==> config.mk <==
export PLATFORM = sky130hd
export DESIGN_NAME = hot_addr_convert
export DESIGN_NICKNAME = d
export VERILOG_FILES = /design/src/design/csr_map_pkg.sv /design/src/design/hot_track_pkg.sv /design/src/design/hot_addr_convert.sv
export SDC_FILE = /design/constraint.sdc
export NUM_CORES = 1
export LEC_CHECK = 0
export BUFFER_PORTS_ARGS = -buffer_cell sky130_fd_sc_hd__buf_2
export CORE_MARGIN = 5
export CORE_UTILIZATION = 46
export CTS_CLUSTER_SIZE = 24
export DETAILED_ROUTE_END_ITERATION = 16
export PLACE_DENSITY = 0.83
export SKIP_LAST_GASP = 1
export SYNTH_ARGS = -nofsm -noshare
export SYNTH_HDL_FRONTEND = slang
export SYNTH_SLANG_ARGS = --single-unit
export TNS_END_PERCENT = 10
==> constraint.sdc <==
create_clock -name clk -period 4.2 [get_ports clk]
set_input_delay 0 -clock clk [delete_from_list [all_inputs] [get_ports clk]]
set_output_delay 0 -clock clk [all_outputs]
set_load 0.02 [all_outputs]
==> src/design/csr_map_pkg.sv <==
// CSR map package
// register indices, bus request and response structs, control
// outputs and the decoded word address of the tracker CSR slave
package csr_map_pkg;

   // ==============================
   // register file layout
   // ==============================
   localparam int REGFILE_SIZE     = 32;
   // registers 0..7 are status, read only
   localparam int STATUS_SIZE      = 8;
   localparam int REG_IDX_W        = 5;
   localparam int CSR_ADDR_W       = 19;

   localparam int REG_MIG_COUNT    = 3;
   localparam int REG_MIG_LAST     = 5;
   localparam int REG_HOT_STATUS   = 6;
   localparam int REG_PAGE_RATE    = 8;
   localparam int REG_START_PA     = 10;
   localparam int REG_HOT_CLEAR    = 11;
   localparam int REG_ADDR_OFFSET  = 14;
   localparam int REG_ADDR_LB      = 15;
   localparam int REG_ADDR_UB      = 16;

   // hot page window, in 64-bit words
   localparam int HOT_WINDOW_BASE  = 4096;
   localparam int HOT_WINDOW_WORDS = 4096;

   // read tags and fill patterns
   localparam logic [15:0] HOT_PAGE_TAG  = 16'h7469;
   localparam logic [31:0] UNMAPPED_HI   = 32'hFEDCBA00;
   localparam logic [15:0] UNMAPPED_LO   = 16'hABCD;
   localparam logic [3:0]  LAST_PAGE_TAG = 4'h9;

   typedef logic [63:0] csr_word_t;

   // word address (bus bits 21..3), seen as register or hot window index
   typedef union packed {
      struct packed {
         logic [CSR_ADDR_W-REG_IDX_W-1:0] upper;
         logic [REG_IDX_W-1:0]            idx;
      } reg_view;
      struct packed {
         logic [6:0]  region;
         logic [11:0] idx;
      } hot_view;
   } csr_addr_u;

   // avalon style request from the host
   typedef struct packed {
      logic        read;
      logic        write;
      logic [31:0] address;
      csr_word_t   writedata;
      logic [7:0]  byteenable;
   } csr_req_t;

   typedef struct packed {
      csr_word_t readdata;
      logic      readdatavalid;
      logic      waitrequest;
   } csr_rsp_t;

   // control outputs toward the tracker
   typedef struct packed {
      logic [31:0] page_query_rate;
      csr_word_t   cxl_start_pa;
      csr_word_t   cxl_addr_offset;
      logic [32:0] addr_lb;
      logic [32:0] addr_ub;
   } csr_ctrl_t;

   // expand byteenable into a bit mask
   function automatic csr_word_t be_to_mask(input logic [7:0] be);
      csr_word_t m;
      for (int b = 0; b < 8; b++) begin
         m[8*b +: 8] = {8{be[b]}};
      end
      return m;
   endfunction

endpackage

==> src/design/hot_track_pkg.sv <==
// hot page tracker package
// page number types, migration event, ring depth and the
// shift constants of the frame number conversion
package hot_track_pkg;

   // ring depth, any power of two up to 1024
   localparam int HOT_DEPTH   = 64;
   localparam int HOT_IDX_W   = $clog2(HOT_DEPTH);

   // 4 KB pages
   localparam int PAGE_SHIFT  = 12;
   // device window of 8 GB
   localparam int WINDOW_BITS = 33;

   typedef logic [HOT_IDX_W-1:0] hot_idx_t;

   // frame number reported by the tracker
   typedef logic [27:0] mig_pfn_t;

   // page number in host address space
   typedef logic [31:0] host_pfn_t;

   typedef struct packed {
      logic     en;
      mig_pfn_t pfn;
   } mig_evt_t;

endpackage

==> src/design/hot_addr_convert.sv <==
// hot address converter
// first stage of the migration path. drops the all-ones frame
// number, maps the frame into the 8 GB window with the host offset
// and rebases it onto the programmed start page. output registered
`timescale 1ns/1ps

module hot_addr_convert
   import csr_map_pkg::*, hot_track_pkg::*;
(
   input  logic      clk,
   input  logic      reset_n,
   input  mig_evt_t  mig_evt_i,
   input  csr_word_t start_pa_i,
   input  csr_word_t offset_i,
   output logic      hot_wr_o,
   output host_pfn_t hot_pfn_o
);

   logic                              pfn_ok;
   csr_word_t                         byte_addr;
   csr_word_t                         byte_sum;
   logic [WINDOW_BITS-1:0]            win_addr;
   logic [WINDOW_BITS-PAGE_SHIFT-1:0] win_page;
   host_pfn_t                         pfn_next;

   // all ones marks an invalid frame
   assign pfn_ok    = mig_evt_i.en && (mig_evt_i.pfn != '1);

   // frame to byte address
   assign byte_addr = csr_word_t'(mig_evt_i.pfn) << PAGE_SHIFT;
   assign byte_sum  = byte_addr + offset_i;

   // wrap into the 8 GB window
   assign win_addr  = byte_sum[WINDOW_BITS-1:0];
   assign win_page  = win_addr[WINDOW_BITS-1:PAGE_SHIFT];

   // back to a page number, plus start page, 32 bit result
   assign pfn_next  = host_pfn_t'(win_page)
                    + start_pa_i[PAGE_SHIFT +: $bits(host_pfn_t)];

   always_ff @(posedge clk) begin
      if (!reset_n) begin
         hot_wr_o <= 1'b0;
      end else begin
         hot_wr_o <= pfn_ok;
      end
   end

   // payload only moves with a valid event
   always_ff @(posedge clk) begin
      if (pfn_ok) begin
         hot_pfn_o <= pfn_next;
      end
   end

endmodule

# Yosys cells after proc, flatten, opt, wreduce, memory -nomap -nowiden
# Cells that the tools add are included.
dict set report totals {
  regBits 33
  out_inout_bits 33
}
dict set report op_classes {
  addsub 2
  n_eq_ne 1
  reduce_logical 1
}
# operator count
set ops {}
lappend ops {{adder 33 bit} 1}
lappend ops {{adder 21 x 32 -> 32 bit} 1}
lappend ops {{!= test 28 bit (second input constant)} 1}
lappend ops {{logical AND 1 bit} 1}

# Logic depth before layout (Yosys ltp)
dict set report logic_depth {
  ltp_word 2
  depth_mapped 18
}

# Least setup slack after synthesis
# No wires, ideal clock.
dict set report synth_timing {
  path_type {input port to flip-flop}
  from {input port mig_evt_i[0] (netlist bit)}
  to {register hot_pfn_o[27], data pin}
  setup_time_ns 0.266
  t_arrival_ns 3.207
  required_time_ns 3.934
  path_slack_ns 0.727
  stages 18
  n_path_buf 0
  cell_sequence {ha_1 > inv_1 > fa_1 > nor2b_4 > o31a_4 > o31ai_4 > a21boi_2 > nor4_2 > nor2_1 > xnor2_1 > ha_1 > a21oi_1 > o21ai_0 > a2111oi_0 > a21oi_1 > a31oi_4 > nor3_1 > xor2_1}
}
dict set report synth_between {
  elab_chain_cells 2
}
# element line_no
set synth_lines {}
lappend synth_lines {{start, declared} hot_addr_convert.sv:12} ;# input mig_evt_t mig_evt_i,
lappend synth_lines {{adder 33 bit} hot_addr_convert.sv:31} ;# assign byte_sum = byte_addr + offset_i;
lappend synth_lines {{adder 21 x 32 -> 32 bit} hot_addr_convert.sv:39} ;# + start_pa_i[PAGE_SHIFT +: $bits(host_pfn_t)];
lappend synth_lines {{net pfn_next[27]} hot_addr_convert.sv:24} ;# host_pfn_t pfn_next;
lappend synth_lines {{end signal, assigned} hot_addr_convert.sv:52} ;# hot_pfn_o <= pfn_next;
lappend synth_lines {{end, declared} hot_addr_convert.sv:16} ;# output host_pfn_t hot_pfn_o
# The timed path passes the listed nets, and every way through them passes these cells.
# A chain may end at the register's enable or synchronous reset.

# Worst setup path after layout
dict set report layout_timing {
  from {input port mig_evt_i[0] (netlist bit)}
  to {register hot_pfn_o[25], data pin}
}
# Same word-level chain as after synthesis.

==> metrics <==
Die ar.=0.00946 sq mm; GR Layer Usage met2=between 20% and 30%; vias in the first global route=between 3000 and 4000; outcome=finished clean; prevailing post-synth register cell=edfxtp_1; crit path DAT=3.82 ns; DR vias=between 3000 and 4000; largest cells by area after synthesis=edfxtp_1 27%, ha_1 15%, xnor2_1 6.7%; PwrDens=390 mW/mm^2; Fmax=between 0.2 and 0.3 GHz; 1st-iter DRT viols=187; Net Switching=just under 0.7 mW; Yosys warning count=0; switch share=just over 40%; worst-margin pin slew=about 1.1 ns; DP Worst Slack=0.131 ns; endpoints failing hold=0; LEAKAGE=slightly below 2 nW; Avg Cell Area, Syn=about 9.7 sq um; Reg clk slew, reported paths=about 0.060 ns; n_diodes=0; first-pass GRT wire length=roughly 14 mm; worst path required time=4.22 ns; crit-path cells=buf_2, ha_1, inv_1, fa_1, nor2b_4, o31a_4, o31ai_4, a21boi_2, o31ai_1, nand2_1, xor2_1, ha_1, a21oi_1, o21ai_0, a2111oi_0, a21oi_1, a31oi_4, nor2_1, xor2_1; Worst Setup End Kind=flip-flop; Syn Nets=approximately 560; Tmin final=3.80 ns; GRT busiest layer=met2; asr flop ratio synth=0%; Internal=between 0.9 and 1 mW; share of power burned in registers=30.0%; Combinational Power Share=between 50% and 60%; largest net degree at the start of global routing=34; critical path class=in2reg; Ports=approximately 190; Slew headroom=between 20% and 30%; Chip Height=between 90 and 100 um; Yosys top cell area share=between 20% and 30%; CP max-delay cell=o31ai_1; share of post-route cells with drive strength above 1=33.1%; CTS root buf=clkbuf_8; gr ovfl total=0; HPWL after DPL=about 7.2 mm; DR WL/cell=between 10 and 15 um; clk buf depth=2; cts bufs inserted=5; floorplan row count=31; TNS Setup=0 ns; number of flops mapped to enable cells by yosys=32; #FFs+latches synth=33; Critical Path Source Type=input pin; Post-CTS Resized=0; CP max stage delay=between 0.4 and 0.5 ns; clock sink count=33; CTS tree=done; DIE WIDTH=between 90 and 100 um; most frequent cell after synthesis=ha_1; sequential fraction of the synthesis area=about 28%; Initial Util=a little under half; final net count=684; Synth area leader=edfxtp_1; buffers added on ports=~120; Area Growth Syn to Fin=21.9%; vias per cell=between 5 and 6; DR DRC count=0; fin crit share=90.5%; Mapped Area=~0.0035 sq mm; placeable core region=approximately 0.0073 sq mm; GR Util met3=around 3.3%; hold crit path type=in2reg; Max VDD drop=between 0.1 and 0.15 mV; Synth top cells by count=42 x ha_1, 32 x edfxtp_1, 29 x a21oi_1; final setup fails=0; htree depth=2; RSZ-0062 raised after global routing=no; met1 Use GR=a little over a fifth; Pins Over Slew Limit=0; Final WS setup=slightly below 0.4 ns; Pre-Repair DR Iteration Count=4; Max FO, Critical Path=6; Tot GR Track Use=around 17%; wirelength, routed=between 8 and 9 mm; final antenna-violating net count=0; max cap viols=0; Placer Congestion=~0.90; clock group share of total power=~13%; initial antenna violation count=0; post-synthesis cell count=about 360; Yosys cell types=65
-- through the flow --
step / power, mW / hold WS, ns / area [sq um] / utilization, % / instances
4_1_cts: 1.68 / 0.0254 / 4270 / 58.3 / 580
6_report: 1.67 / 0.0390 / 4270 / 58.3 / 580
3_3_place_gp: 1.43 / 0.198 / 4190 / 57.1 / 572
3_5_place_dp: 1.46 / 0.207 / 4190 / 57.1 / 572
5_1_grt: 1.79 / 0.0329 / 4270 / 58.3 / 580
2_1_floorplan: 1.23 / 0.122 / 3500 / - / 361
-- worst max-delay path: cells and delay by family --
| family | cells | cell delay (ns) |
|---|---|---|
| buffers and inverters | 2 | 0.19 |
| adders and majority gates | 3 | 0.88 |
| xor gates and xnor gates | 2 | 0.31 |
| and+or+nand+nor | 3 | 0.30 |
| AOI/OAI and AO/OA | 9 | 2.16 |
-- final cells by class --
cell class,instances,area [sq um]
Clock buffer,6,72.6
Clock inverter,1,3.75
Fill cell,642,3060
Inverter,16,60.1
Multi-Input combinational cell,307,2430
Sequential cell,33,981
Tap cell,99,124
Timing Repair Buffer,118,598
-- flip-flops by register name, indices dropped and copies added (netlist names) --
name,flops
hot_pfn_o,32
hot_wr_o,1
-- timing repair --
action	4_1_cts	5_1_grt
hold buffers	1	0
hold endpoints to repair	1	0
setup buffers	0	0
-- logic make-up (layout without fill, tap and decap cells) --
group                    after synthesis  count (layout)  synth area share (%)
multiplexers                           1               1                 0.286
XOR/XNOR                              45              45                  11.3
AO/OA/AOI/OAI                        113             113                  25.1
AND/OR/NAND/NOR                      104             104                  16.3
buffers and inverters                 21             141                  2.89
flip-flops                            33              33                  28.0
adder cells (fa/ha/maj)               44              44                  16.1
-- final timing paths --
kind                        from             to  slack [ns]  cells after the start
setup / recovery    mig_evt_i[0]  hot_pfn_o[25]        0.40                     19
hold / removal    start_pa_i[43]  hot_pfn_o[31]        0.04                      2
-- cell usage in the layout, fill, tap and decap left out, types with 3 or more instances in the layout --
cell and count:
o21ai_0 13, o21bai_1 4, a21oi_2 7, o21a_1 3, clkbuf_8 5, nor2_1 23, a211oi_1 6, or2b_2 3
o31ai_4 3, a31oi_1 4, nand3_1 11, ha_1 42, a21o_1 17, xnor2_1 27, o21ai_2 4, edfxtp_1 32
inv_1 16, nand2_1 21, buf_2 116, nor3_1 6, nand4_1 15, a21oi_1 29, and2_1 3, xor2_1 18
-- per-layer routing --
metal / routed length, um / vias up
met3: 561 / 21
li1: - / 1606
met2: 3890 / 127
met1: 3700 / 1402
met5: 0 / -
met4: 272 / 0
-- power groups by stage --
stage	combinational (mW)	clock, mW	sequential [mW]
4_1_cts	0.958	0.218	0.501
3_5_place_dp	0.955	0	0.508
3_3_place_gp	0.924	0	0.508
5_1_grt	1.05	0.234	0.508
6_report	0.957	0.211	0.500
2_1_floorplan	0.607	0	0.618
(Power assumes the default switching activity.)
