File: src/design/csr_map_pkg.sv
// CSR map package
// register indices, bus request and response structs, control
// outputs and the decoded word address of the tracker CSR slave
package csr_map_pkg;

   // ==============================
   // register file layout
   // ==============================
   localparam int REGFILE_SIZE     = 32;
   // registers 0..7 are status, read only
   localparam int STATUS_SIZE      = 8;
   localparam int REG_IDX_W        = 5;
   localparam int CSR_ADDR_W       = 19;

   localparam int REG_MIG_COUNT    = 3;
   localparam int REG_MIG_LAST     = 5;
   localparam int REG_HOT_STATUS   = 6;
   localparam int REG_PAGE_RATE    = 8;
   localparam int REG_START_PA     = 10;
   localparam int REG_HOT_CLEAR    = 11;
   localparam int REG_ADDR_OFFSET  = 14;
   localparam int REG_ADDR_LB      = 15;
   localparam int REG_ADDR_UB      = 16;

   // hot page window, in 64-bit words
   localparam int HOT_WINDOW_BASE  = 4096;
   localparam int HOT_WINDOW_WORDS = 4096;

   // read tags and fill patterns
   localparam logic [15:0] HOT_PAGE_TAG  = 16'h7469;
   localparam logic [31:0] UNMAPPED_HI   = 32'hFEDCBA00;
   localparam logic [15:0] UNMAPPED_LO   = 16'hABCD;
   localparam logic [3:0]  LAST_PAGE_TAG = 4'h9;

   typedef logic [63:0] csr_word_t;

   // word address (bus bits 21..3), seen as register or hot window index
   typedef union packed {
      struct packed {
         logic [CSR_ADDR_W-REG_IDX_W-1:0] upper;
         logic [REG_IDX_W-1:0]            idx;
      } reg_view;
      struct packed {
         logic [6:0]  region;
         logic [11:0] idx;
      } hot_view;
   } csr_addr_u;

   // avalon style request from the host
   typedef struct packed {
      logic        read;
      logic        write;
      logic [31:0] address;
      csr_word_t   writedata;
      logic [7:0]  byteenable;
   } csr_req_t;

   typedef struct packed {
      csr_word_t readdata;
      logic      readdatavalid;
      logic      waitrequest;
   } csr_rsp_t;

   // control outputs toward the tracker
   typedef struct packed {
      logic [31:0] page_query_rate;
      csr_word_t   cxl_start_pa;
      csr_word_t   cxl_addr_offset;
      logic [32:0] addr_lb;
      logic [32:0] addr_ub;
   } csr_ctrl_t;

   // expand byteenable into a bit mask
   function automatic csr_word_t be_to_mask(input logic [7:0] be);
      csr_word_t m;
      for (int b = 0; b < 8; b++) begin
         m[8*b +: 8] = {8{be[b]}};
      end
      return m;
   endfunction

endpackage

File: src/design/hot_track_pkg.sv
// hot page tracker package
// page number types, migration event, ring depth and the
// shift constants of the frame number conversion
package hot_track_pkg;

   // ring depth, any power of two up to 1024
   localparam int HOT_DEPTH   = 64;
   localparam int HOT_IDX_W   = $clog2(HOT_DEPTH);

   // 4 KB pages
   localparam int PAGE_SHIFT  = 12;
   // device window of 8 GB
   localparam int WINDOW_BITS = 33;

   typedef logic [HOT_IDX_W-1:0] hot_idx_t;

   // frame number reported by the tracker
   typedef logic [27:0] mig_pfn_t;

   // page number in host address space
   typedef logic [31:0] host_pfn_t;

   typedef struct packed {
      logic     en;
      mig_pfn_t pfn;
   } mig_evt_t;

endpackage

File: src/design/csr_regfile.sv
// CSR register file
// control registers 8..31 with byte masked writes, status registers
// for migration count, last frame and ring state, and the decode of
// registers into the tracker control outputs
`timescale 1ns/1ps

module csr_regfile
   import csr_map_pkg::*, hot_track_pkg::*;
(
   input  logic                 clk,
   input  logic                 reset_n,
   input  logic                 wr_i,
   input  logic [REG_IDX_W-1:0] idx_i,
   input  csr_word_t            wdata_i,
   input  logic [7:0]           be_i,
   output csr_word_t            rdata_o,
   input  mig_evt_t             mig_evt_i,
   input  hot_idx_t             hot_wr_idx_i,
   input  logic                 hot_overflow_i,
   output logic                 hot_clear_o,
   output csr_ctrl_t            ctrl_o
);

   csr_word_t   regs [REGFILE_SIZE];
   csr_word_t   wr_masked;
   csr_word_t   mig_cnt;
   mig_pfn_t    last_pfn;
   logic [15:0] ovf_cnt;
   // index field of register 6 is 10 bits wide
   logic [9:0]  wr_idx_ext;

   assign wr_masked  = wdata_i & be_to_mask(be_i);
   assign wr_idx_ext = 10'(hot_wr_idx_i);

   // ==============================
   // event counters, first stage
   // ==============================
   always_ff @(posedge clk) begin
      if (!reset_n) begin
         mig_cnt  <= '0;
         last_pfn <= '0;
         ovf_cnt  <= '0;
      end else begin
         // rejected frames are counted too
         if (mig_evt_i.en) begin
            mig_cnt  <= mig_cnt + 1'b1;
            last_pfn <= mig_evt_i.pfn;
         end
         if (hot_overflow_i) begin
            ovf_cnt <= ovf_cnt + 1'b1;
         end
      end
   end

   // ==============================
   // register array
   // ==============================
   always_ff @(posedge clk) begin
      if (!reset_n) begin
         for (int i = 0; i < REGFILE_SIZE; i++) begin
            regs[i] <= '0;
         end
      end else begin
         // host writes, status range is skipped
         for (int i = STATUS_SIZE; i < REGFILE_SIZE; i++) begin
            if (wr_i && idx_i == REG_IDX_W'(i)) begin
               regs[i] <= wr_masked;
            end
         end
         // status snapshot, second stage
         regs[REG_MIG_COUNT]  <= mig_cnt;
         regs[REG_MIG_LAST]   <= {LAST_PAGE_TAG, last_pfn, 32'h0};
         regs[REG_HOT_STATUS] <= {ovf_cnt, 6'h0, wr_idx_ext, 32'h0};
      end
   end

   // combinational read, masked by the FSM
   assign rdata_o = regs[idx_i];

   // nonzero write to register 11 restarts the ring
   assign hot_clear_o = wr_i && (idx_i == REG_IDX_W'(REG_HOT_CLEAR)) && (wr_masked != '0);

   // control outputs
   always_comb begin
      ctrl_o.page_query_rate = regs[REG_PAGE_RATE][31:0];
      ctrl_o.cxl_start_pa    = regs[REG_START_PA];
      ctrl_o.cxl_addr_offset = regs[REG_ADDR_OFFSET];
      ctrl_o.addr_lb         = regs[REG_ADDR_LB][32:0];
      ctrl_o.addr_ub         = regs[REG_ADDR_UB][32:0];
   end

endmodule

File: config.mk
export PLATFORM = sky130hd
export DESIGN_NAME = csr_regfile
export DESIGN_NICKNAME = d
export VERILOG_FILES = /design/src/design/csr_map_pkg.sv /design/src/design/hot_track_pkg.sv /design/src/design/csr_regfile.sv
export SDC_FILE = /design/constraint.sdc
export NUM_CORES = 2
export LEC_CHECK = 0
export BUFFER_PORTS_ARGS = -buffer_cell sky130_fd_sc_hd__clkbuf_2
export CAP_MARGIN = 20
export CORE_MARGIN = 4
export CORE_UTILIZATION = 57
export CTS_BUF_LIST = sky130_fd_sc_hd__clkbuf_8
export CTS_CLUSTER_DIAMETER = 200
export DETAILED_ROUTE_END_ITERATION = 12
export PLACE_DENSITY_LB_ADDON = 0.08
export SYNTH_ARGS = -nofsm -noshare
export SYNTH_HDL_FRONTEND = slang
export SYNTH_SLANG_ARGS = --single-unit
export TNS_END_PERCENT = 5
File: constraint.sdc
create_clock -name clk -period 7.3 [get_ports clk]
set_clock_uncertainty 0.05 [all_clocks]
set_input_delay 1.46 -clock clk [delete_from_list [all_inputs] [get_ports clk]]
set_output_delay 1.46 -clock clk [all_outputs]
set_load 0.02 [all_outputs]
# Word level (Yosys, flattened, before mapping)
# Memories as Yosys holds them, arrays and structs flattened.
# Index checks and enable logic that the tools add are counted.
[classes] addsub=2 multipliers=0 div_mod_pow=0 magnitude_cmp=0 n_eq_ne=24 shifts=0 n_mux=101 n_bitwise=28 reduce_logical=26
[op_table] op="two-way mux 64 bit" count=27
[op_table] op="== test 5 bit (second input constant)" count=16
[op_table] op="two-way mux 1 bit" count=74
[op_table] op="adder 64 x 1 -> 64 bit (second input constant)" count=1
[op_table] op="AND 64 bit" count=1
[op_table] op="nonzero test 64 bit" count=1
[op_table] op="== test 5 x 4 -> 1 bit (second input constant)" count=8
[op_table] op="bitwise OR 1 bit" count=27
[op_table] op="logical AND 1 bit" count=25
[op_table] op="adder 16 x 1 -> 16 bit (second input constant)" count=1
[totals] register_bits=108 latchBits=0 ram_bits=2048 romBits=0 input_bits=116 output_inout_bits=291 word_cells=185 memories=1
[mem_list] name="regs" depth=32 word_bits=64 read_ports=6 rd_clocked_by_memory_dff=0 write_ports=32 line_no="csr_regfile.sv:24" text="csr_word_t regs [REGFILE_SIZE];"

# Longest topological paths before layout
[depth] ltp_word=6 mapped_depth=10 depth_no_buf=6

# Worst setup path before layout
# Ideal clock, no wire load.
[synth_path] path_type="input to register" startpoint="input idx_i[1]" endpoint="memory regs[11][0] in the netlist's numbering, enable pin" setup_time_ns=0.575 arrival_time_ns=7.040 required_time_ns=6.675 slack_ns=-0.364 path_stages=6 path_buffers=4 path_cell_list="buf_2 buf_2 buf_1 buf_1 nand2_1 o21ai_0"
[synth_rtl] item="from (decl)" line_no="csr_regfile.sv:13" text="input logic [REG_IDX_W-1:0] idx_i,"
[synth_rtl] item="to (decl)" line_no="csr_regfile.sv:24"

# Worst setup path in the final report
[layout_path] startpoint="input idx_i[0]" endpoint="output rdata_o[30]"
[layout_via] elab_chain_cells=1
[layout_rtl] item="memory read (32 x 64 bit)"
[layout_rtl] item="to (decl)" line_no="csr_regfile.sv:16" text="output csr_word_t rdata_o,"
# Every way passes these cells.

==> summary.txt <==
Run status: finished, final reports clean
Hold WS: 0.398 ns
Worst vdd ir: 0.189 mV
DR pass1 iterations: 5
Die Y: 368 µm
Top post-synthesis cells by area: dfxtp_1 30%, edfxtp_1 26%, mux4_2 12%, nor2_1 7.0%, o21ai_0 4.0%
Slowest Stage Delay on Critical Path: 0.60 ns
CTS tree: done
CTS Sinks: 1759
Placeable Area: 0.128 mm²
Switching share of power: 25.3%
Ys flop type: dfxtp_1
Setup bufs post-CTS: 0
Filler cells: 10301
CTS Buf Count: 305
Req. time, crit path: 5.79 ns
Most frequent cells in the layout: 1373 x nor2_1, 1119 x dfxtp_1, 640 x edfxtp_1
Placed cells: 8447
Ys async rst share: 0%
P_int: 15.4 mW
Layout cells sized above 1: 20.2%
Synth-to-Final Area Change: 11.3%
Via count: 55753
HP Start: last_pfn[21]
Number of buffers and inverters on the critical path: 3
Critical Path, Cell by Cell: buf_8 -> buf_12 -> mux4_2 -> a22oi_1 -> a31oi_1 -> clkbuf_2
Ports: 407
Max clock buf depth: 4
Initial drt markers: 6536
H-tree Lvls: 5
CP delay by family, top: buffers and inverters
Detail Placement HPWL: 152000 µm
Routed length per placed instance: 27.2 µm
Post-route cell area: 0.0822 mm²
First-pass GRT wire length: 357000 µm
Slew margin rel.: 21.1%
PwrDens: 250 mW/mm²
Largest net degree at the start of global routing: 186
Pwr Total: 20.6 mW
Power share of the combinational group: 7.7%
Core Util, Final: 64.2%
Placed cell area: 0.0765 mm²
Worst R2R Start: mig_cnt[19]
Flop-to-flop setup slack: 4.02 ns
Pre-CTS setup slack: 1.25 ns
Hold violation count in the final report: 0
CP startpoint kind: primary input
# nets final: 7148
Site Rows: 131
Vias per cell: 6.21
Post-Route WL: 244000 µm
Cells after Synth: 6962
Hold Path Stages: 1
Ys Warns: 0
CP endpoint kind: output pin
Number of synthesized register bits: 1759
Type of the worst min-delay path: register to register
Most common cell after layout, fill and taps aside: nor2_1
ANT nets after route: 0
Final setup margin: 1.30 ns
Cell Area, Synth: 0.0739 mm²
Yosys cell types: 58
Port Buffers: 406
Critical path type: primary input to output pin
Post_cts resized: 0
Clock slew at reported path FFs: 0.06 ns
RSZ-0062 raised after global routing: false
Global placer's final weighted congestion: 0.896
Worst-Skew Late Latency: 1.00 ns
Root Buffer: clkbuf_8
Vias in the first global route: 53334
Chip width: 368 µm
Setup_tns: 0 ns
GR Util All Layers: 35.5%
Number of flops mapped to enable cells by yosys: 640
Pins Over Slew Limit: 0
Least-Margin Pin Slew: 1.18 ns
Max Freq: 167 MHz
CP max FO: 58
Final worst-path cycle share: 82.2%
Hold worst-path end: regs[5][53]
CTS Hold Bufs: 0
Syn avg cell area: 10.6 µm²
Switching power: 5.21 mW
Critical Path Slowest Stage Cell: mux4_2
Sequential fraction of the synthesis area: 56.3%
Reg power frac: 51.1%
Overflow after GRT: 0
DRC errors left: 0
Clock share of power: 41.2%
Overall die area: 0.135 mm²
Path depth of the worst reg2reg path: 5
Final std cells w/o fill: 8975
Critical path arrival: 4.49 ns
Initial Utilization: 57.7%
Period minus WS final: 6.00 ns
Yosys top cell area share: 30.3%
Synth Net Count: 7080
Initial antenna violation count: 7
Final setup vio count: 0
Area leader, netlist: dfxtp_1
LEAKAGE: 29.5 nW
Max-cap violations: 0
R2r endpoint: mig_cnt[53]
[cell usage after synthesis (19+ instances only)]
| master | instances |
|---|---|
| or2_2 | 21 |
| mux2i_1 | 30 |
| a21oi_1 | 369 |
| a22oi_1 | 148 |
| nand3_1 | 412 |
| nand4_1 | 49 |
| and2_1 | 305 |
| buf_4 | 100 |
| clkbuf_1 | 563 |
| o21ai_0 | 593 |
| and3_1 | 34 |
| mux4_2 | 384 |
| dfxtp_1 | 1119 |
| xor2_1 | 30 |
| buf_1 | 60 |
| nor2_1 | 1374 |
| mux2_2 | 70 |
| buf_2 | 59 |
| edfxtp_1 | 640 |
| nor4_1 | 19 |
| a31oi_1 | 53 |
| nand2_1 | 353 |
| a221oi_1 | 44 |
[sequential cells by signal (all words and copies together), names as in the netlist]
name      count
regs       1651
ovf_cnt      16
mig_cnt      64
last_pfn     28
[cell families after synthesis]
logic type	count (synthesis)	share of synthesized area, %
AOI/OAI and AO/OA	1240	9.36
xor gates and xnor gates	47	0.557
adders and majority gates	2	0.0339
buffers and inverters	798	4.68
DFF	1759	56.3
muxes	484	13.2
and+or+nand+nor	2632	15.9
[final cells by class]
type	instances	area [µm²]	area share [%]
clock buffer	357	4910	5.98
timing repair buffer	545	3510	4.27
tap	1729	2160	2.63
sequential	1759	41600	50.6
inverter	14	60.1	0.0730
clock inverter	160	723	0.880
multi-input combinational	4405	29200	35.5
antenna	6	15.0	0.0183
[power by group through the flow]
stage	Sequential, mW	Combinational [mW]	Clock (mW)
after floorplan	10.7	0.885	0
after global placement	10.7	1.56	0
after detailed placement	10.7	1.57	0
after CTS	10.5	1.57	8.56
after global routing	10.5	1.63	9.02
final	10.5	1.58	8.47
[layer usage]
metal	vias to the layer above	routed length (µm)	GRT usage, %
met5	-	35	0
met2	3045	114000	56.0
met3	665	22100	6.92
li1	24706	-	-
met1	27333	88500	43.9
met4	4	20400	25.6
[how the worst max path moves through the flow]
stage,slack [ns],end,depth (start not counted),start
floorplan,-0.36,regs[11][0],6,idx_i[1]
global route,1.28,rdata_o[30],6,idx_i[0]
global placement,1.23,rdata_o[30],6,idx_i[0]
CTS,1.24,rdata_o[30],6,idx_i[0]
detailed placement,1.25,rdata_o[30],6,idx_i[0]
finish,1.30,rdata_o[30],6,idx_i[0]
(Power assumes the default switching activity.)
