<file path="config.mk">
export PLATFORM = sky130hd
export DESIGN_NAME = csr_access_fsm
export DESIGN_NICKNAME = d
export VERILOG_FILES = /design/src/design/csr_map_pkg.sv /design/src/design/hot_track_pkg.sv /design/src/design/csr_access_fsm.sv
export SDC_FILE = /design/constraint.sdc
export NUM_CORES = 1
export LEC_CHECK = 0
export ABC_AREA = 1
export BUFFER_PORTS_ARGS = -buffer_cell sky130_fd_sc_hd__buf_2
export CAP_MARGIN = 25
export CORE_AREA = 2 2 136 138
export CTS_CLUSTER_DIAMETER = 30
export DETAILED_ROUTE_END_ITERATION = 7
export DIE_AREA = 0 0 138 140
export PLACE_DENSITY = 0.61
export SYNTH_ARGS = -nofsm -noshare
export SYNTH_HDL_FRONTEND = slang
export SYNTH_SLANG_ARGS = --single-unit
export TNS_END_PERCENT = 100
</file>
<file path="constraint.sdc">
create_clock -name clk -period 2.8 [get_ports clk]
set_input_delay 0.28 -clock clk [delete_from_list [all_inputs] [get_ports clk]]
set_output_delay 0.28 -clock clk [all_outputs]
set_load 0.02 [all_outputs]
</file>
<file path="src/design/csr_map_pkg.sv">
// CSR map package
// register indices, bus request and response structs, control
// outputs and the decoded word address of the tracker CSR slave
package csr_map_pkg;

   // ==============================
   // register file layout
   // ==============================
   localparam int REGFILE_SIZE     = 32;
   // registers 0..7 are status, read only
   localparam int STATUS_SIZE      = 8;
   localparam int REG_IDX_W        = 5;
   localparam int CSR_ADDR_W       = 19;

   localparam int REG_MIG_COUNT    = 3;
   localparam int REG_MIG_LAST     = 5;
   localparam int REG_HOT_STATUS   = 6;
   localparam int REG_PAGE_RATE    = 8;
   localparam int REG_START_PA     = 10;
   localparam int REG_HOT_CLEAR    = 11;
   localparam int REG_ADDR_OFFSET  = 14;
   localparam int REG_ADDR_LB      = 15;
   localparam int REG_ADDR_UB      = 16;

   // hot page window, in 64-bit words
   localparam int HOT_WINDOW_BASE  = 4096;
   localparam int HOT_WINDOW_WORDS = 4096;

   // read tags and fill patterns
   localparam logic [15:0] HOT_PAGE_TAG  = 16'h7469;
   localparam logic [31:0] UNMAPPED_HI   = 32'hFEDCBA00;
   localparam logic [15:0] UNMAPPED_LO   = 16'hABCD;
   localparam logic [3:0]  LAST_PAGE_TAG = 4'h9;

   typedef logic [63:0] csr_word_t;

   // word address (bus bits 21..3), seen as register or hot window index
   typedef union packed {
      struct packed {
         logic [CSR_ADDR_W-REG_IDX_W-1:0] upper;
         logic [REG_IDX_W-1:0]            idx;
      } reg_view;
      struct packed {
         logic [6:0]  region;
         logic [11:0] idx;
      } hot_view;
   } csr_addr_u;

   // avalon style request from the host
   typedef struct packed {
      logic        read;
      logic        write;
      logic [31:0] address;
      csr_word_t   writedata;
      logic [7:0]  byteenable;
   } csr_req_t;

   typedef struct packed {
      csr_word_t readdata;
      logic      readdatavalid;
      logic      waitrequest;
   } csr_rsp_t;

   // control outputs toward the tracker
   typedef struct packed {
      logic [31:0] page_query_rate;
      csr_word_t   cxl_start_pa;
      csr_word_t   cxl_addr_offset;
      logic [32:0] addr_lb;
      logic [32:0] addr_ub;
   } csr_ctrl_t;

   // expand byteenable into a bit mask
   function automatic csr_word_t be_to_mask(input logic [7:0] be);
      csr_word_t m;
      for (int b = 0; b < 8; b++) begin
         m[8*b +: 8] = {8{be[b]}};
      end
      return m;
   endfunction

endpackage

</file>
<file path="src/design/hot_track_pkg.sv">
// hot page tracker package
// page number types, migration event, ring depth and the
// shift constants of the frame number conversion
package hot_track_pkg;

   // ring depth, any power of two up to 1024
   localparam int HOT_DEPTH   = 64;
   localparam int HOT_IDX_W   = $clog2(HOT_DEPTH);

   // 4 KB pages
   localparam int PAGE_SHIFT  = 12;
   // device window of 8 GB
   localparam int WINDOW_BITS = 33;

   typedef logic [HOT_IDX_W-1:0] hot_idx_t;

   // frame number reported by the tracker
   typedef logic [27:0] mig_pfn_t;

   // page number in host address space
   typedef logic [31:0] host_pfn_t;

   typedef struct packed {
      logic     en;
      mig_pfn_t pfn;
   } mig_evt_t;

endpackage

</file>
<file path="src/design/csr_access_fsm.sv">
// CSR access FSM
// avalon style slave state machine. decodes the word address into a
// register, hot window or unmapped access, steers register writes and
// ring reads, builds the read word and drives waitrequest and
// readdatavalid
`timescale 1ns/1ps

module csr_access_fsm
   import csr_map_pkg::*, hot_track_pkg::*;
(
   input  logic                 clk,
   input  logic                 reset_n,
   input  csr_req_t             bus_req_i,
   output csr_rsp_t             bus_rsp_o,
   output logic                 reg_wr_o,
   output logic [REG_IDX_W-1:0] reg_idx_o,
   output csr_word_t            reg_wdata_o,
   output logic [7:0]           reg_be_o,
   input  csr_word_t            reg_rdata_i,
   output logic                 hot_rd_o,
   output hot_idx_t             hot_idx_o,
   input  host_pfn_t            hot_data_i
);

   typedef enum logic [2:0] {
      IDLE,
      WRITE,
      READ_WAIT,
      READ_WAIT2,
      READ
   } state_t;

   state_t      state;
   state_t      next_state;
   csr_addr_u   waddr;
   logic        is_reg;
   logic        is_hot;
   logic        rd_start;
   logic        is_hot_q;
   logic [15:0] addr_lo_q;
   logic [7:0]  be_q;
   csr_word_t   rd_word;

   // ==============================
   // address decode
   // ==============================
   assign waddr  = bus_req_i.address[21:3];
   assign is_reg = (waddr.reg_view.upper == '0);
   assign is_hot = (waddr.hot_view.region == 7'(HOT_WINDOW_BASE / HOT_WINDOW_WORDS));

   // write wins when both strobes are up
   assign rd_start = (state == IDLE) && bus_req_i.read && !bus_req_i.write;

   // register port, write lands at the end of IDLE
   assign reg_wr_o    = (state == IDLE) && bus_req_i.write && is_reg;
   assign reg_idx_o   = waddr.reg_view.idx;
   assign reg_wdata_o = bus_req_i.writedata;
   assign reg_be_o    = bus_req_i.byteenable;

   // ring read, window index folded onto the ring depth
   assign hot_rd_o  = rd_start && is_hot;
   assign hot_idx_o = hot_idx_t'(waddr.hot_view.idx);

   // ==============================
   // state machine
   // ==============================
   always_comb begin
      next_state = state;
      case (state)
         IDLE: begin
            if (bus_req_i.write) begin
               next_state = WRITE;
            end else if (bus_req_i.read) begin
               next_state = READ_WAIT;
            end
         end
         WRITE:      next_state = IDLE;
         // hot reads need one more cycle for the ring
         READ_WAIT:  next_state = is_hot_q ? READ_WAIT2 : READ;
         READ_WAIT2: next_state = READ;
         READ:       next_state = IDLE;
         default:    next_state = IDLE;
      endcase
   end

   always_ff @(posedge clk) begin
      if (!reset_n) begin
         state    <= IDLE;
         is_hot_q <= 1'b0;
      end else begin
         state <= next_state;
         if (rd_start) begin
            is_hot_q <= is_hot;
         end
      end
   end

   // ==============================
   // read word
   // ==============================
   always_ff @(posedge clk) begin
      if (rd_start) begin
         addr_lo_q <= bus_req_i.address[15:0];
         be_q      <= bus_req_i.byteenable;
         if (is_reg) begin
            rd_word <= reg_rdata_i & be_to_mask(bus_req_i.byteenable);
         end else begin
            // unmapped, pattern with the low address bits
            rd_word <= {UNMAPPED_HI, bus_req_i.address[15:0], UNMAPPED_LO}
                     & be_to_mask(bus_req_i.byteenable);
         end
      end else if (state == READ_WAIT2) begin
         // ring entry is stable since READ_WAIT
         rd_word <= {HOT_PAGE_TAG, addr_lo_q, hot_data_i} & be_to_mask(be_q);
      end
   end

   // response strobes straight from the state
   always_comb begin
      bus_rsp_o.readdata      = rd_word;
      bus_rsp_o.readdatavalid = (state == READ);
      bus_rsp_o.waitrequest   = !((state == WRITE) || (state == READ));
   end

endmodule

</file>
[Word level (Yosys, flattened, before mapping)]
Cells that the tools add are included.
Word-level totals
  flip-flop bits (word level): 92
  input port bits: 204
  output and inout bits: 151
  logic and storage cells: 32
Cells by class
  equal/unequal tests: 6
  mux-type cells: 7
  bitwise gates (word level): 3
  reduce and logical (&&, ||, !) cells: 11
Operators with widths (count)
  $mux 64: 3
  $and 64x64->64: 2
  $and 63x64->64: 1
  $logic_not 14->1: 1
  $mux 3: 3
  $pmux 3 s3: 1
  $eq 7x1->1 const B: 1
  $eq 3x2->1 const B: 2
  $logic_and 1x1->1: 5
  $eq 3x1->1 const B: 1
  $eq 3x3->1 const B: 1
  $logic_not 3->1: 1
  $ne 3x3->1 const B: 1
  $logic_not 1->1: 2
  $reduce_bool 2->1: 1
  $logic_or 1x1->1: 1

[Longest topological paths before layout]
  depth in word-level cells: 4
  mapped depth: 8
  mapped depth without buffers: 7

[Least setup slack after synthesis]
OpenSTA, ideal clock, no wires.
  path type: register to register
  from: reg state[1]
  to: reg rd_word[0] (enable)
  library setup time: 0.424 ns
  arrival time: 2.423 ns
  required time: 2.376 ns
  path slack: -0.047 ns
  cell stages (with the launch flop): 6
  path buffers: 2
  clock period less this slack: 2.847 ns
  path through: dfxtp_1 -> nor2_4 -> nand4_4 -> buf_4 -> buf_2 -> nand2_1
On the way
  cells in the longest elaborated chain, start to end: 4
  elaborated cells between the ends (all ways): 5
  classes of those cells: eq/ne: 1; reduce/logical: 4
Ends and longest elaborated chain
  start: declaration: line csr_access_fsm.sv:33  | state_t state;
  start signal: assignment: line csr_access_fsm.sv:91  | state <= next_state;
  $logic_not 3->1: line csr_access_fsm.sv:52  | assign rd_start = (state == IDLE) && bus_req_i.read && !bus_req_i.write;
  $logic_and 1x1->1 (2 in series): line csr_access_fsm.sv:52
  $reduce_bool 2->1 (no source line) *
  end signal: assignment: line csr_access_fsm.sv:106  | rd_word <= reg_rdata_i & be_to_mask(bus_req_i.byteenable);
  end signal: assignment: line csr_access_fsm.sv:109  | rd_word <= {UNMAPPED_HI, bus_req_i.address[15:0], UNMAPPED_LO}
  end signal: assignment: line csr_access_fsm.sv:114  | rd_word <= {HOT_PAGE_TAG, addr_lo_q, hot_data_i} & be_to_mask(be_q);
  end: declaration: line csr_access_fsm.sv:42  | csr_word_t rd_word;
Every way passes the cells marked *; elsewhere a longest branch is shown, timed or not.
A chain may end at the register's enable or synchronous reset.

[Final worst setup path]
  from: in bus_req_i[86] (netlist name)
  to: out reg_wr_o
On the way
  cells in the longest elaborated chain, start to end: 2
Ends and longest elaborated chain
  start: declaration: line csr_access_fsm.sv:13  | input csr_req_t bus_req_i,
  $logic_not 14->1: line csr_access_fsm.sv:48  | assign is_reg = (waddr.reg_view.upper == '0);
  $logic_and 1x1->1: line csr_access_fsm.sv:55  | assign reg_wr_o = (state == IDLE) && bus_req_i.write && is_reg;
  end: declaration: line csr_access_fsm.sv:15  | output logic reg_wr_o,
No other way between the ends.

==> results.toml <==
[run_status]
outcome = "finished clean"

[routing]
via_count = 3840
drt_iter0_markers = 158
vias_per_cell = 4.389
finalWirelength_mm = 14.54
drc = 0
wl_per_cell_um = 16.62
first_pass_iters = 4
drtAntennaViolNets = 0

[worst_setup_path]
r2r-end = "rd_word[8]"
setup.worst_path.class = "input port to primary output"
rr_startpoint = "state[1]"
path_cells = "buf_2, nor2_1, nand2_1, nor2_4, nand2_4, nor2_1, buf_2"
startpoint_type = "input port"
slowest_delay_ns = 0.44
cp-endpoint = "reg_wr_o"
ff2ff_path_depth = 5
startpoint = "bus_req_i[86]"
cpMaxStageDelayCell = "nand2_4"
worstPathRequired_ns = 2.52
crit_path_end_kind = "primary output"
crit_path_max_fanout = 46
arrival_ns = 1.89
reg2reg_slack_ns = 0.92

[grt]
track_usage = 0.1447
antenna_found_initial = 0
grt_max_degree = 47
grt_pass1_vias = 3588
grt_pass1_wl_mm = 21.05
grt.overflow.total = 0

[floorplan]
num_rows = 49
io_pins = 355
core-area_sq_mm = 0.01778
start_util = 0.2748
die_y_um = 140
dieArea_sq_mm = 0.01932
fp.dieW_um = 138

[yosys]
yosysTopAreaCell = "edfxtp_1"
ys_types = 24
synth.cell_area_sq_mm = 0.004886
syn_nets = 713
synthTopCellsByArea = "edfxtp_1, buf_4, nand3_1"
yosysTopAreaCellShare = 0.5408
yosys_warnings = 0
seq_area_frac_synth = 0.5572
ys_ff_latch = 92
syn_inst = 509
syn_area_per_cell_sq_um = 9.599

[power_and_ir_drop]
power_density_mw_per_mm2 = 558.7
peakVddDrop_mv = 0.2456
cellLeakagePower_nw = 2.910

[clock_tree]
cts.clk_slew.worst_paths_ns = 0.07
cts_buffer_depth = 2
cts_tree = "built"
cts_sinks = 92
htreeDepth = 3
hold_buffers = 0
clock_latency_ns = 0.35
ctsResizeCount = 0
cts_root_buf = "clkbuf_16"
cts_setup_buffers = 0
cts_buffers = 9

[sta]
final.setup.tns_ns = 0
post-route-min-period_ns = 2.170
rsz0062_at_grt = "no"
fin_worst_skew_ns = 0.01019
drv_slew = 0
max_freq_mhz = 460.9
worstMarginPinSlew_ns = 0.5541
hold_violations = 0
slew_headroom = 0.6306
setup_viol = 0
fin_crit_sh = 0.7749

[placed_design]
place_congestion = 0.7970
port-buffer-count = 216
dp_hpwl_mm = 11.15

[hold_path]
hold_class = "input port to register"
hold_start = "bus_req_i[2]"

[run]
max_cap_viol_count = 0

[cells_and_area]
drive_gt1_frac = 0.3978
final_util = 0.3296
syn_to_final_growth_pct = 19.92
diodes = 0
fin_nets = 845
## state kept, by name, summed over array words and instances (netlist names)
| name | cells |
|---|---|
| rd_word | 64 |
| be_q | 8 |
| state | 3 |
| addr_lo_q | 16 |
| is_hot_q | 1 |
## critical path: cells and delay by family
kind / cells / cell delay, ns
buffers and inverters: 2 / 0.31
and+or+nand+nor: 5 / 1.25
## synthesized netlist by cell type
| master | n |
|---|---|
| nor2_1 | 13 |
| nand2_4 | 1 |
| o21ai_0 | 19 |
| nand4_4 | 1 |
| nand3_1 | 85 |
| buf_4 | 85 |
| nor2_4 | 3 |
| dfxtp_1 | 4 |
| nand2_1 | 107 |
| nor4_1 | 1 |
| buf_2 | 6 |
| inv_1 | 59 |
| inv_2 | 4 |
| or2_4 | 1 |
| clkbuf_1 | 5 |
| buf_6 | 4 |
| a211oi_1 | 1 |
| nor2_2 | 7 |
| nor2_8 | 1 |
| o21ai_1 | 9 |
| a21oi_1 | 2 |
| and3_1 | 2 |
| buf_1 | 1 |
| edfxtp_1 | 88 |
## final cells by class
| class | instances | area [sq um] |
|---|---|---|
| multi-input cells | 253 | 1199 |
| well taps | 229 | 286.5 |
| clock buffers | 9 | 225.2 |
| repair buffers | 222 | 1139 |
| clock inverters | 7 | 51.30 |
| flip-flops and latches | 92 | 2723 |
| inverters | 63 | 236.5 |
| fillers | 1882 | 11920 |
## power breakdown
group	total, mW	internal (mW)	switching, mW
sequential	1.63	1.61	0.0268
combinational	0.479	0.171	0.308
clock	1.16	0.606	0.554
## routing by layer
layer  GRT usage  vias to the layer above  part of all wire
li1            -                     1853                 -
met1      0.1594                     1737              0.37
met2      0.2556                      214              0.51
met3     0.04376                       36             0.088
met4     0.06928                        0             0.032
met5           0                        -                 0
## per-stage QoR
| stage | hold WS (ns) | setup WS, ns | total power [mW] | instance area, sq um | std cells |
|---|---|---|---|---|---|
| 6_report | 0.1352 | 0.6303 | 3.273 | 5859 | 875 |
| 5_1_grt | 0.1224 | 0.4539 | 3.419 | 5859 | 875 |
| 4_1_cts | 0.1153 | 0.6268 | 3.328 | 5859 | 875 |
| 3_5_place_dp | 0.4585 | 0.5405 | 2.152 | 5583 | 859 |
| 2_1_floorplan | 0.3789 | 0.5776 | 2.067 | 4888 | 509 |
| 3_3_place_gp | 0.4565 | 0.5238 | 2.146 | 5583 | 859 |
## placed cells by master (no fill, tap or decap), drive strengths merged
cell type / count
clkinvlp: 2
clkbuf: 9
nor4: 1
inv: 64
a211oi: 1
dfxtp: 4
o21ai: 28
edfxtp: 88
or2: 1
nand4: 1
nor2: 24
clkinv: 4
and3: 2
nand3: 85
buf: 222
nand2: 108
a21oi: 2
## worst min-delay path by stage
stage	cells after the start	end
2_1_floorplan	0	addr_lo_q[0]
3_3_place_gp	2	is_hot_q
3_5_place_dp	2	is_hot_q
4_1_cts	1	be_q[2]
5_1_grt	1	be_q[2]
6_report	1	be_q[2]
## cell families (layout without fill, tap and decap cells)
logic type	after synthesis	after routing	synth area share
buf+inv	164	301	0.1990
flops	92	92	0.5572
simple gates	222	222	0.2115
compound gates	31	31	0.03227
Power figures use the tool's default switching activity.
